**src/cpuPkg.sv**
```systemverilog
package cpuPkg;

    typedef logic [7:0]  dataWord;
    typedef logic [7:0]  addrWord;
    typedef logic [15:0] instrWord;
    typedef logic [3:0]  opcodeField;
    typedef logic [1:0]  regIndex;
    typedef logic [3:0]  aluOp;

    localparam opcodeField opAnd = 4'd0;
    localparam opcodeField opOr  = 4'd1;
    localparam opcodeField opNot = 4'd2;
    localparam opcodeField opAdd = 4'd3;
    localparam opcodeField opSub = 4'd4;
    localparam opcodeField opLsr = 4'd5;
    localparam opcodeField opLsl = 4'd6;
    localparam opcodeField opBra = 4'd9;
    localparam opcodeField opBne = 4'd10;
    localparam opcodeField opMov = 4'd11;
    localparam opcodeField opLd  = 4'd12;
    localparam opcodeField opSt  = 4'd13;

    // ALU function codes
    localparam aluOp aluPassA = 4'd0;
    localparam aluOp aluPassB = 4'd1;
    localparam aluOp aluNot   = 4'd2;
    localparam aluOp aluAdd   = 4'd4;
    localparam aluOp aluSub   = 4'd5;
    localparam aluOp aluAnd   = 4'd7;
    localparam aluOp aluOr    = 4'd8;
    localparam aluOp aluLsl   = 4'd11;
    localparam aluOp aluLsr   = 4'd12;

    typedef enum logic [1:0] {
        fetchLow,
        fetchHigh,
        execute,
        memAccess
    } seqState;

endpackage
```
**src/memBusIf.sv**
```systemverilog
`timescale 1ns/1ps
interface memBusIf
    import cpuPkg::*;
    ();

    logic    request;
    logic    write;
    addrWord address;
    dataWord writeData;
    dataWord readData;
    logic    grant;     // Transfer completes on the edge where this is high

    modport requester (
        output request,
        output write,
        output address,
        output writeData,
        input  readData,
        input  grant
    );

    modport arbiter (
        input  request,
        input  write,
        input  address,
        input  writeData,
        output readData,
        output grant
    );

endinterface

```
**src/cpuTop.sv**
```systemverilog
`timescale 1ns/1ps
module cpuTop
    import cpuPkg::*;
#(
    parameter addrWord resetVector   = '0,
    parameter int      registerCount = 4
) (
    input  logic    clock,
    input  logic    reset,
    output addrWord memAddress,
    output logic    memWrite,
    output dataWord memWriteData,
    input  dataWord memReadData
);

    memBusIf fetchBus ();
    memBusIf dataBus ();

    instrWord instruction;
    logic     zeroFlag;
    logic     fetchDone;
    logic     fetchLowStrobe;
    logic     fetchHighStrobe;
    logic     branchTaken;
    addrWord  branchTarget;
    logic     loadRequest;
    logic     storeRequest;
    addrWord  dataAddress;
    dataWord  storeData;
    logic     accessDone;
    dataWord  loadData;
    regIndex  readA;
    regIndex  readB;
    dataWord  operandA;
    dataWord  operandB;
    dataWord  aluResult;
    logic     writeEnable;
    regIndex  writeIndex;
    dataWord  writeData;
    aluOp     aluSelect;
    logic     flagEnable;

    controlUnit u_controlUnit (
        .clock, .reset, .instruction, .zeroFlag, .fetchDone,
        .fetchLowStrobe, .fetchHighStrobe, .branchTaken, .branchTarget,
        .loadRequest, .storeRequest, .dataAddress, .storeData,
        .accessDone, .loadData, .readA, .readB, .operandB, .aluResult,
        .writeEnable, .writeIndex, .writeData, .aluSelect, .flagEnable
    );

    instructionFetch #(.resetVector(resetVector)) u_instructionFetch (
        .clock, .reset, .fetchLowStrobe, .fetchHighStrobe,
        .branchTaken, .branchTarget, .fetchDone, .instruction,
        .bus(fetchBus)
    );

    registerFile #(.registerCount(registerCount)) u_registerFile (
        .clock, .reset, .readA, .readB, .operandA, .operandB,
        .writeEnable, .writeIndex, .writeData
    );

    aluUnit u_aluUnit (
        .clock, .reset, .operandA, .operandB, .aluSelect, .flagEnable,
        .aluResult, .zeroFlag
    );

    dataAccess u_dataAccess (
        .clock, .reset, .loadRequest, .storeRequest, .dataAddress, .storeData,
        .accessDone, .loadData, .bus(dataBus)
    );

    memoryArbiter u_memoryArbiter (
        .fetchBus, .dataBus, .memAddress, .memWrite, .memWriteData, .memReadData
    );

endmodule

```
**src/memoryArbiter.sv**
```systemverilog
`timescale 1ns/1ps
module memoryArbiter
    import cpuPkg::*;
(
    memBusIf.arbiter fetchBus,
    memBusIf.arbiter dataBus,
    output addrWord  memAddress,
    output logic     memWrite,
    output dataWord  memWriteData,
    input  dataWord  memReadData
);

    logic dataSelected;

    assign dataSelected = dataBus.request;  // Data access always wins

    assign dataBus.grant  = dataBus.request;
    assign fetchBus.grant = fetchBus.request && !dataSelected;

    assign memAddress   = dataSelected ? dataBus.address : fetchBus.address;
    assign memWriteData = dataSelected ? dataBus.writeData : fetchBus.writeData;
    assign memWrite     = dataSelected ? (dataBus.write && dataBus.grant)
                                       : (fetchBus.write && fetchBus.grant);

    assign fetchBus.readData = memReadData;
    assign dataBus.readData  = memReadData;

endmodule

```
**src/dataAccess.sv**
```systemverilog
`timescale 1ns/1ps
module dataAccess
    import cpuPkg::*;
(
    input  logic    clock,
    input  logic    reset,
    input  logic    loadRequest,
    input  logic    storeRequest,
    input  addrWord dataAddress,
    input  dataWord storeData,
    output logic    accessDone,
    output dataWord loadData,
    memBusIf.requester bus
);

    logic accessTaken;

    // One transfer per request; a request held past its grant is not repeated
    assign bus.request   = (loadRequest || storeRequest) && !accessTaken;
    assign bus.write     = storeRequest;
    assign bus.address   = dataAddress;
    assign bus.writeData = storeData;

    assign accessDone = bus.request && bus.grant;
    assign loadData   = bus.readData;   // Same-cycle memory read

    always_ff @(posedge clock) begin
        if (reset) begin
            accessTaken <= 1'b0;
        end else begin
            accessTaken <= accessDone;
        end
    end

endmodule

```
**src/aluUnit.sv**
```systemverilog
`timescale 1ns/1ps
module aluUnit
    import cpuPkg::*;
(
    input  logic    clock,
    input  logic    reset,
    input  dataWord operandA,
    input  dataWord operandB,
    input  aluOp    aluSelect,
    input  logic    flagEnable,
    output dataWord aluResult,
    output logic    zeroFlag
);

    always_comb begin
        case (aluSelect)
            aluPassA: aluResult = operandA;
            aluPassB: aluResult = operandB;
            aluNot:   aluResult = ~operandA;
            aluAdd:   aluResult = operandA + operandB;  // Wraps modulo 256
            aluSub:   aluResult = operandA - operandB;
            aluAnd:   aluResult = operandA & operandB;
            aluOr:    aluResult = operandA | operandB;
            aluLsl:   aluResult = {operandA[6:0], 1'b0};
            aluLsr:   aluResult = {1'b0, operandA[7:1]};
            default:  aluResult = operandA;
        endcase
    end

    always_ff @(posedge clock) begin
        if (reset) begin
            zeroFlag <= 1'b0;
        end else if (flagEnable) begin
            zeroFlag <= (aluResult == '0);
        end
    end

endmodule

```
**src/registerFile.sv**
```systemverilog
`timescale 1ns/1ps
module registerFile
    import cpuPkg::*;
#(
    parameter int registerCount = 4
) (
    input  logic    clock,
    input  logic    reset,
    input  regIndex readA,
    input  regIndex readB,
    output dataWord operandA,
    output dataWord operandB,
    input  logic    writeEnable,
    input  regIndex writeIndex,
    input  dataWord writeData
);

    localparam int indexBits = $clog2(registerCount);

    dataWord registers [registerCount];

    // Upper index bits ignored when fewer registers are built
    assign operandA = registers[readA[indexBits-1:0]];
    assign operandB = registers[readB[indexBits-1:0]];

    always_ff @(posedge clock) begin
        if (reset) begin
            for (int i = 0; i < registerCount; i++) begin
                registers[i] <= '0;
            end
        end else if (writeEnable) begin
            registers[writeIndex[indexBits-1:0]] <= writeData;
        end
    end

endmodule

```
**src/instructionFetch.sv**
```systemverilog
`timescale 1ns/1ps
module instructionFetch
    import cpuPkg::*;
#(
    parameter addrWord resetVector = '0
) (
    input  logic     clock,
    input  logic     reset,
    input  logic     fetchLowStrobe,
    input  logic     fetchHighStrobe,
    input  logic     branchTaken,
    input  addrWord  branchTarget,
    output logic     fetchDone,
    output instrWord instruction,
    memBusIf.requester bus
);

    addrWord pc;

    assign bus.request   = fetchLowStrobe || fetchHighStrobe;
    assign bus.write     = 1'b0;    // Read-only requester
    assign bus.address   = pc;
    assign bus.writeData = '0;

    assign fetchDone = bus.request && bus.grant;

    always_ff @(posedge clock) begin
        if (reset) begin
            pc          <= resetVector;
            instruction <= '0;
        end else if (branchTaken) begin
            pc <= branchTarget;
        end else if (fetchDone) begin
            pc <= pc + addrWord'(1);
            if (fetchHighStrobe) begin
                instruction[15:8] <= bus.readData;
            end else begin
                instruction[7:0] <= bus.readData;   // Low byte comes first
            end
        end
    end

endmodule

```
**src/controlUnit.sv**
```systemverilog
`timescale 1ns/1ps
module controlUnit
    import cpuPkg::*;
(
    input  logic     clock,
    input  logic     reset,
    input  instrWord instruction,
    input  logic     zeroFlag,
    input  logic     fetchDone,
    output logic     fetchLowStrobe,
    output logic     fetchHighStrobe,
    output logic     branchTaken,
    output addrWord  branchTarget,
    output logic     loadRequest,
    output logic     storeRequest,
    output addrWord  dataAddress,
    output dataWord  storeData,
    input  logic     accessDone,
    input  dataWord  loadData,
    output regIndex  readA,
    output regIndex  readB,
    input  dataWord  operandB,
    input  dataWord  aluResult,
    output logic     writeEnable,
    output regIndex  writeIndex,
    output dataWord  writeData,
    output aluOp     aluSelect,
    output logic     flagEnable
);

    seqState state;
    seqState nextState;

    opcodeField opcode;
    regIndex    dstIndex;
    regIndex    src1Index;
    regIndex    src2Index;
    regIndex    regSelect;
    logic       addrMode;
    dataWord    immediate;

    logic isAluInstr;
    logic isLoad;
    logic isStore;
    logic needsMemory;

    assign opcode    = instruction[15:12];
    assign addrMode  = instruction[10];    // 1 selects direct address for LD
    assign dstIndex  = instruction[9:8];
    assign regSelect = instruction[9:8];
    assign src1Index = instruction[5:4];
    assign src2Index = instruction[1:0];
    assign immediate = instruction[7:0];

    assign isAluInstr = opcode inside {opAnd, opOr, opNot, opAdd, opSub, opLsr, opLsl, opMov};
    assign isLoad      = (opcode == opLd);
    assign isStore     = (opcode == opSt);
    assign needsMemory = isStore || (isLoad && addrMode);

    always_comb begin
        case (opcode)
            opAnd:   aluSelect = aluAnd;
            opOr:    aluSelect = aluOr;
            opNot:   aluSelect = aluNot;
            opAdd:   aluSelect = aluAdd;
            opSub:   aluSelect = aluSub;    // src1 minus src2
            opLsr:   aluSelect = aluLsr;
            opLsl:   aluSelect = aluLsl;
            default: aluSelect = aluPassA;  // MOV and non-ALU opcodes
        endcase
    end

    always_ff @(posedge clock) begin
        if (reset) begin
            state <= fetchLow;
        end else begin
            state <= nextState;
        end
    end

    always_comb begin
        nextState = state;
        case (state)
            fetchLow: begin
                if (fetchDone) begin
                    nextState = fetchHigh;
                end
            end
            fetchHigh: begin
                if (fetchDone) begin
                    nextState = execute;
                end
            end
            execute: begin
                nextState = needsMemory ? memAccess : fetchLow;
            end
            memAccess: begin
                if (accessDone) begin
                    nextState = fetchLow;
                end
            end
            default: nextState = fetchLow;
        endcase
    end

    assign fetchLowStrobe  = (state == fetchLow);
    assign fetchHighStrobe = (state == fetchHigh);

    // BNE falls through when the last ALU result was zero
    assign branchTaken  = (state == execute)
                        && ((opcode == opBra) || ((opcode == opBne) && !zeroFlag));
    assign branchTarget = immediate;

    assign loadRequest  = (state == memAccess) && isLoad;
    assign storeRequest = (state == memAccess) && isStore;
    assign dataAddress  = immediate;
    assign storeData    = operandB;

    assign readA = src1Index;
    assign readB = isStore ? regSelect : src2Index;   // ST drives its register through port B

    assign flagEnable  = (state == execute) && isAluInstr;
    assign writeEnable = ((state == execute) && (isAluInstr || (isLoad && !addrMode)))
                       || (loadRequest && accessDone);
    assign writeIndex  = dstIndex;
    assign writeData   = isAluInstr ? aluResult : (addrMode ? loadData : immediate);

endmodule

```
**config.mk**
```make
export PLATFORM = sky130hd
export DESIGN_NAME = cpuTop
export DESIGN_NICKNAME = d
export VERILOG_FILES = /design/src/cpuPkg.sv /design/src/memBusIf.sv /design/src/cpuTop.sv /design/src/memoryArbiter.sv /design/src/dataAccess.sv /design/src/aluUnit.sv /design/src/registerFile.sv /design/src/instructionFetch.sv /design/src/controlUnit.sv
export SDC_FILE = /design/constraint.sdc
export NUM_CORES = 1
export LEC_CHECK = 0
export BUFFER_PORTS_ARGS = -buffer_cell sky130_fd_sc_hd__clkbuf_2
export CELL_PAD_IN_SITES_DETAIL_PLACEMENT = 1
export CELL_PAD_IN_SITES_GLOBAL_PLACEMENT = 1
export CORE_MARGIN = 3
export CORE_UTILIZATION = 25
export DETAILED_ROUTE_END_ITERATION = 16
export HOLD_SLACK_MARGIN = 0.12
export PLACE_DENSITY_LB_ADDON = 0.1
export SLEW_MARGIN = 20
export SYNTH_ARGS = -nofsm -noshare
export SYNTH_HDL_FRONTEND = slang
export SYNTH_SLANG_ARGS = --single-unit
```
**constraint.sdc**
```tcl
create_clock -name clock -period 3.95 [get_ports clock]
set_input_delay 0.395 -clock clock [delete_from_list [all_inputs] [get_ports clock]]
set_output_delay 0.395 -clock clock [all_outputs]
set_load 0.02 [all_outputs]
```
==> impl_metrics.tcl <==
set metrics [dict create \
    vias 3881 \
    synth.cell_area_sq_um 4184 \
    die_y_um 135.4 \
    rows 46 \
    drt_iter0_drc 213 \
    htree_levels 3 \
    ant_nets 0 \
    clk_latency_ns 0.33 \
    peakVddDrop_v 0.0001853 \
    pwr-share-comb_pct 33.3 \
    cp_max_fo 7 \
    final-setup-viol-count 0 \
    routedWlPerCell_um 20.81 \
    outcome "finished, final reports clean" \
    whs_ns 0.3259 \
    required_ns 4.01 \
    layout.nets 560 \
    finalMaxSlewViolations 0 \
    core_sq_um 16120 \
    fp.dieW_um 135.4 \
    stdcell_area_sq_um 5318 \
    drc 0 \
    grt-ovfl-total 0 \
    synthToLayoutAreaGrowth_pct 27.09 \
    max_freq_ghz 0.2547 \
    final_cell_mix "70 x nor2_1, 60 x nand2_1, 49 x buf_4, 32 x edfxtp_1, 27 x a21oi_1" \
    synthArstFlopShare_pct 0 \
    cts_sinks 61 \
    hpwl_mm 11.85 \
    final_util_pct 33.00 \
    vias_per_cell 5.100 \
    layout_commonest_cell "nor2_1" \
    slew_headroom_pct 38.60 \
    fin_ws_ns 0.02339 \
    synth.avg_cell_area_sq_um 8.717 \
    worst_slew_pin_slew_ns 0.9191 \
    r2r_slack_ns 0.02 \
    clk_pin_slew_worst_paths_ns 0.05 \
    p_total_mw 2.223 \
    start_kind "register" \
    routed_wl_mm 15.84 \
    root_buffer "clkbuf_16" \
    p_sw_mw 0.7231 \
    rsz0062_at_grt "yes" \
    grt_max_degree 34 \
    ys_warn_count 0 \
    synth_seq_cells 61 \
    dp.cells 739 \
    cp_data_arrival_time_ns 3.98 \
    cts_hold_buf 0 \
    stdcell_count 761 \
    dp_slack_ns -0.1550 \
    boundaryPins 27 \
    grt_pass1_wl_mm 24.36 \
    ys_seq_area_share_pct 36.84 \
    synth_edf_count 32 \
    antenna_found_initial 1 \
    synth_nets 500 \
    max_cap_violations 0 \
    synthCells 480 \
    switching_share_pct 32.52 \
    pwr-share-seq_pct 32.9 \
    critPathKind "register to register" \
    period_needed_ns 3.927 \
    post-route-period-util_pct 99.41 \
    end_kind "register" \
    cts_tree "built" \
    start_util_pct 25.96 \
    placed_cell_area_sq_um 4835 \
    synth_ff_type "edfxtp_1" \
    hold_class "input pin to register" \
    powerDensity_nw_per_um2 418.1 \
    cts_buffer_depth 2 \
    place.gp.congestion 0.7858 \
    grt_pass1_vias 4081 \
    synth_top_area_share_pct 22.97 \
    yosysTopAreaCell "edfxtp_1" \
    n_antenna_cell 0 \
    clock_skew_ns 0.01046 \
    die-area_sq_um 18320 \
    drive_gt1_share_pct 26.24 \
    drt-pass1-iter-count 4 \
    fill_cells 1916 \
    yosys-top-cells-area "edfxtp_1 23%, dfxtp_1 14%, mux4_2 7.0%" \
    p_int_mw 1.500 \
    power.leakage_nw 2.163 \
    fin_setup_tns_ns 0 \
    hold_viol_final 0 \
    clockPowerShare_pct 33.7 \
    numCtsBuffers 9 \
    portBuffers 26 \
    grt.total_usage_pct 17.56 \
    synth_cell_types 58 \
]
layer usage:
layer | up-vias | track usage (%) | routed length (um)
met5 | - | 0 | 0
met4 | 0 | 5.263 | 262
met3 | 18 | 2.080 | 554
met2 | 71 | 29.56 | 7968
met1 | 1940 | 23.72 | 7051
li1 | 1852 | - | -
cell usage after synthesis, types with 2 or more instances:
master     number
o21bai_1        2
o211ai_1       10
nand4_1         3
nand2b_1       11
mux2i_1        17
a2111oi_0       2
a21oi_1        31
or3_1           2
or2_2           2
o22ai_1         4
ha_1            9
nor2_1         71
a221oi_1        3
a22o_1          2
edfxtp_1       32
a21o_1          8
nor3_1          7
o21ai_0        28
nand2_1        61
inv_1          16
xor2_1         10
nor2b_1        14
nor4_1          2
a211o_1         2
mux2_2          4
a31oi_1         3
nand3_1         5
xnor2_1         7
mux4_2         13
clkbuf_1       28
a211oi_1        7
a2bb2oi_1       2
and2_1          7
dfxtp_1        29
and3_1          3
critical path: stages, from the launching register on:
cell	delay, ns
dfxtp_2	0.31
nand4b_4	0.19
mux2i_1	0.19
buf_4	0.17
buf_8	0.13
mux4_2	0.57
or3_1	0.39
o21ai_1	0.17
xor2_1	0.17
ha_1	0.29
a21o_1	0.19
a41oi_2	0.21
xnor2_2	0.16
xnor2_2	0.15
o211a_1	0.28
nor2_1	0.06
what timing repair did:
item / CTS / global route
pin swaps: 1 / 22
setup endpoints to repair: 21 / 21
gates resized for setup: 9 / 33
buffers inserted: 0 / 6
cloned: 0 / 0
area by class of cell:
| type | count | area, sq um | area share [%] |
|---|---|---|---|
| Timing Repair Buffer | 78 | 544.3 | 10.24 |
| Multi-Input combinational cell | 374 | 2611 | 49.11 |
| Clock buffer | 15 | 277.8 | 5.224 |
| Tap cell | 216 | 270.3 | 5.082 |
| Inverter | 16 | 62.56 | 1.176 |
| Sequential cell | 61 | 1546 | 29.08 |
| Clock inverter | 1 | 5.005 | 0.09412 |
worst paths after layout:
| path | startpoint | to | cells after the start |
|---|---|---|---|
| setup / recovery | u_instructionFetch.instruction[13]$_SDFFE_PP0P_ | u_registerFile.registers[3][7]$_DFFE_PP_ | 15 |
| hold / removal | memReadData[1] | u_instructionFetch.instruction[1]$_SDFFE_PP0P_ | 3 |
| setup reg to reg | u_instructionFetch.instruction[13]$_SDFFE_PP0P_ | u_registerFile.registers[3][7]$_DFFE_PP_ | 15 |
| hold reg to reg | u_instructionFetch.instruction[6]$_SDFFE_PP0P_ | u_instructionFetch.instruction[6]$_SDFFE_PP0P_ | 2 |
logic make-up after synthesis:
logic type               count (synthesis)  synth area share (%)
AND/OR/NAND/NOR                        194                 21.35
AO/OA/AOI/OAI                          118                 18.39
flip-flops                              61                 36.84
buffers and inverters                   45                 4.217
multiplexers                            35                 12.47
XOR/XNOR                                17                 3.559
adder cells (fa/ha/maj)                 10                 3.170
registers in the layout, indices dropped and copies added (netlist names), named ones only:
register,cells
u_instructionFetch.bus.address,8
u_instructionFetch.instruction,15
u_registerFile.registers,32
u_controlUnit.state,2
u_aluUnit.zeroFlag,1
u_dataAccess.accessTaken,1
power by group through the flow:
stage / registers [mW] / logic [mW] / clock network, mW
final: 0.732 / 0.741 / 0.750
after floorplan: 0.730 / 0.404 / 0
after detailed placement: 0.744 / 0.651 / 0
after global routing: 0.737 / 0.809 / 0.800
after global placement: 0.742 / 0.645 / 0
after CTS: 0.731 / 0.670 / 0.772
(Power assumes the default switching activity.)
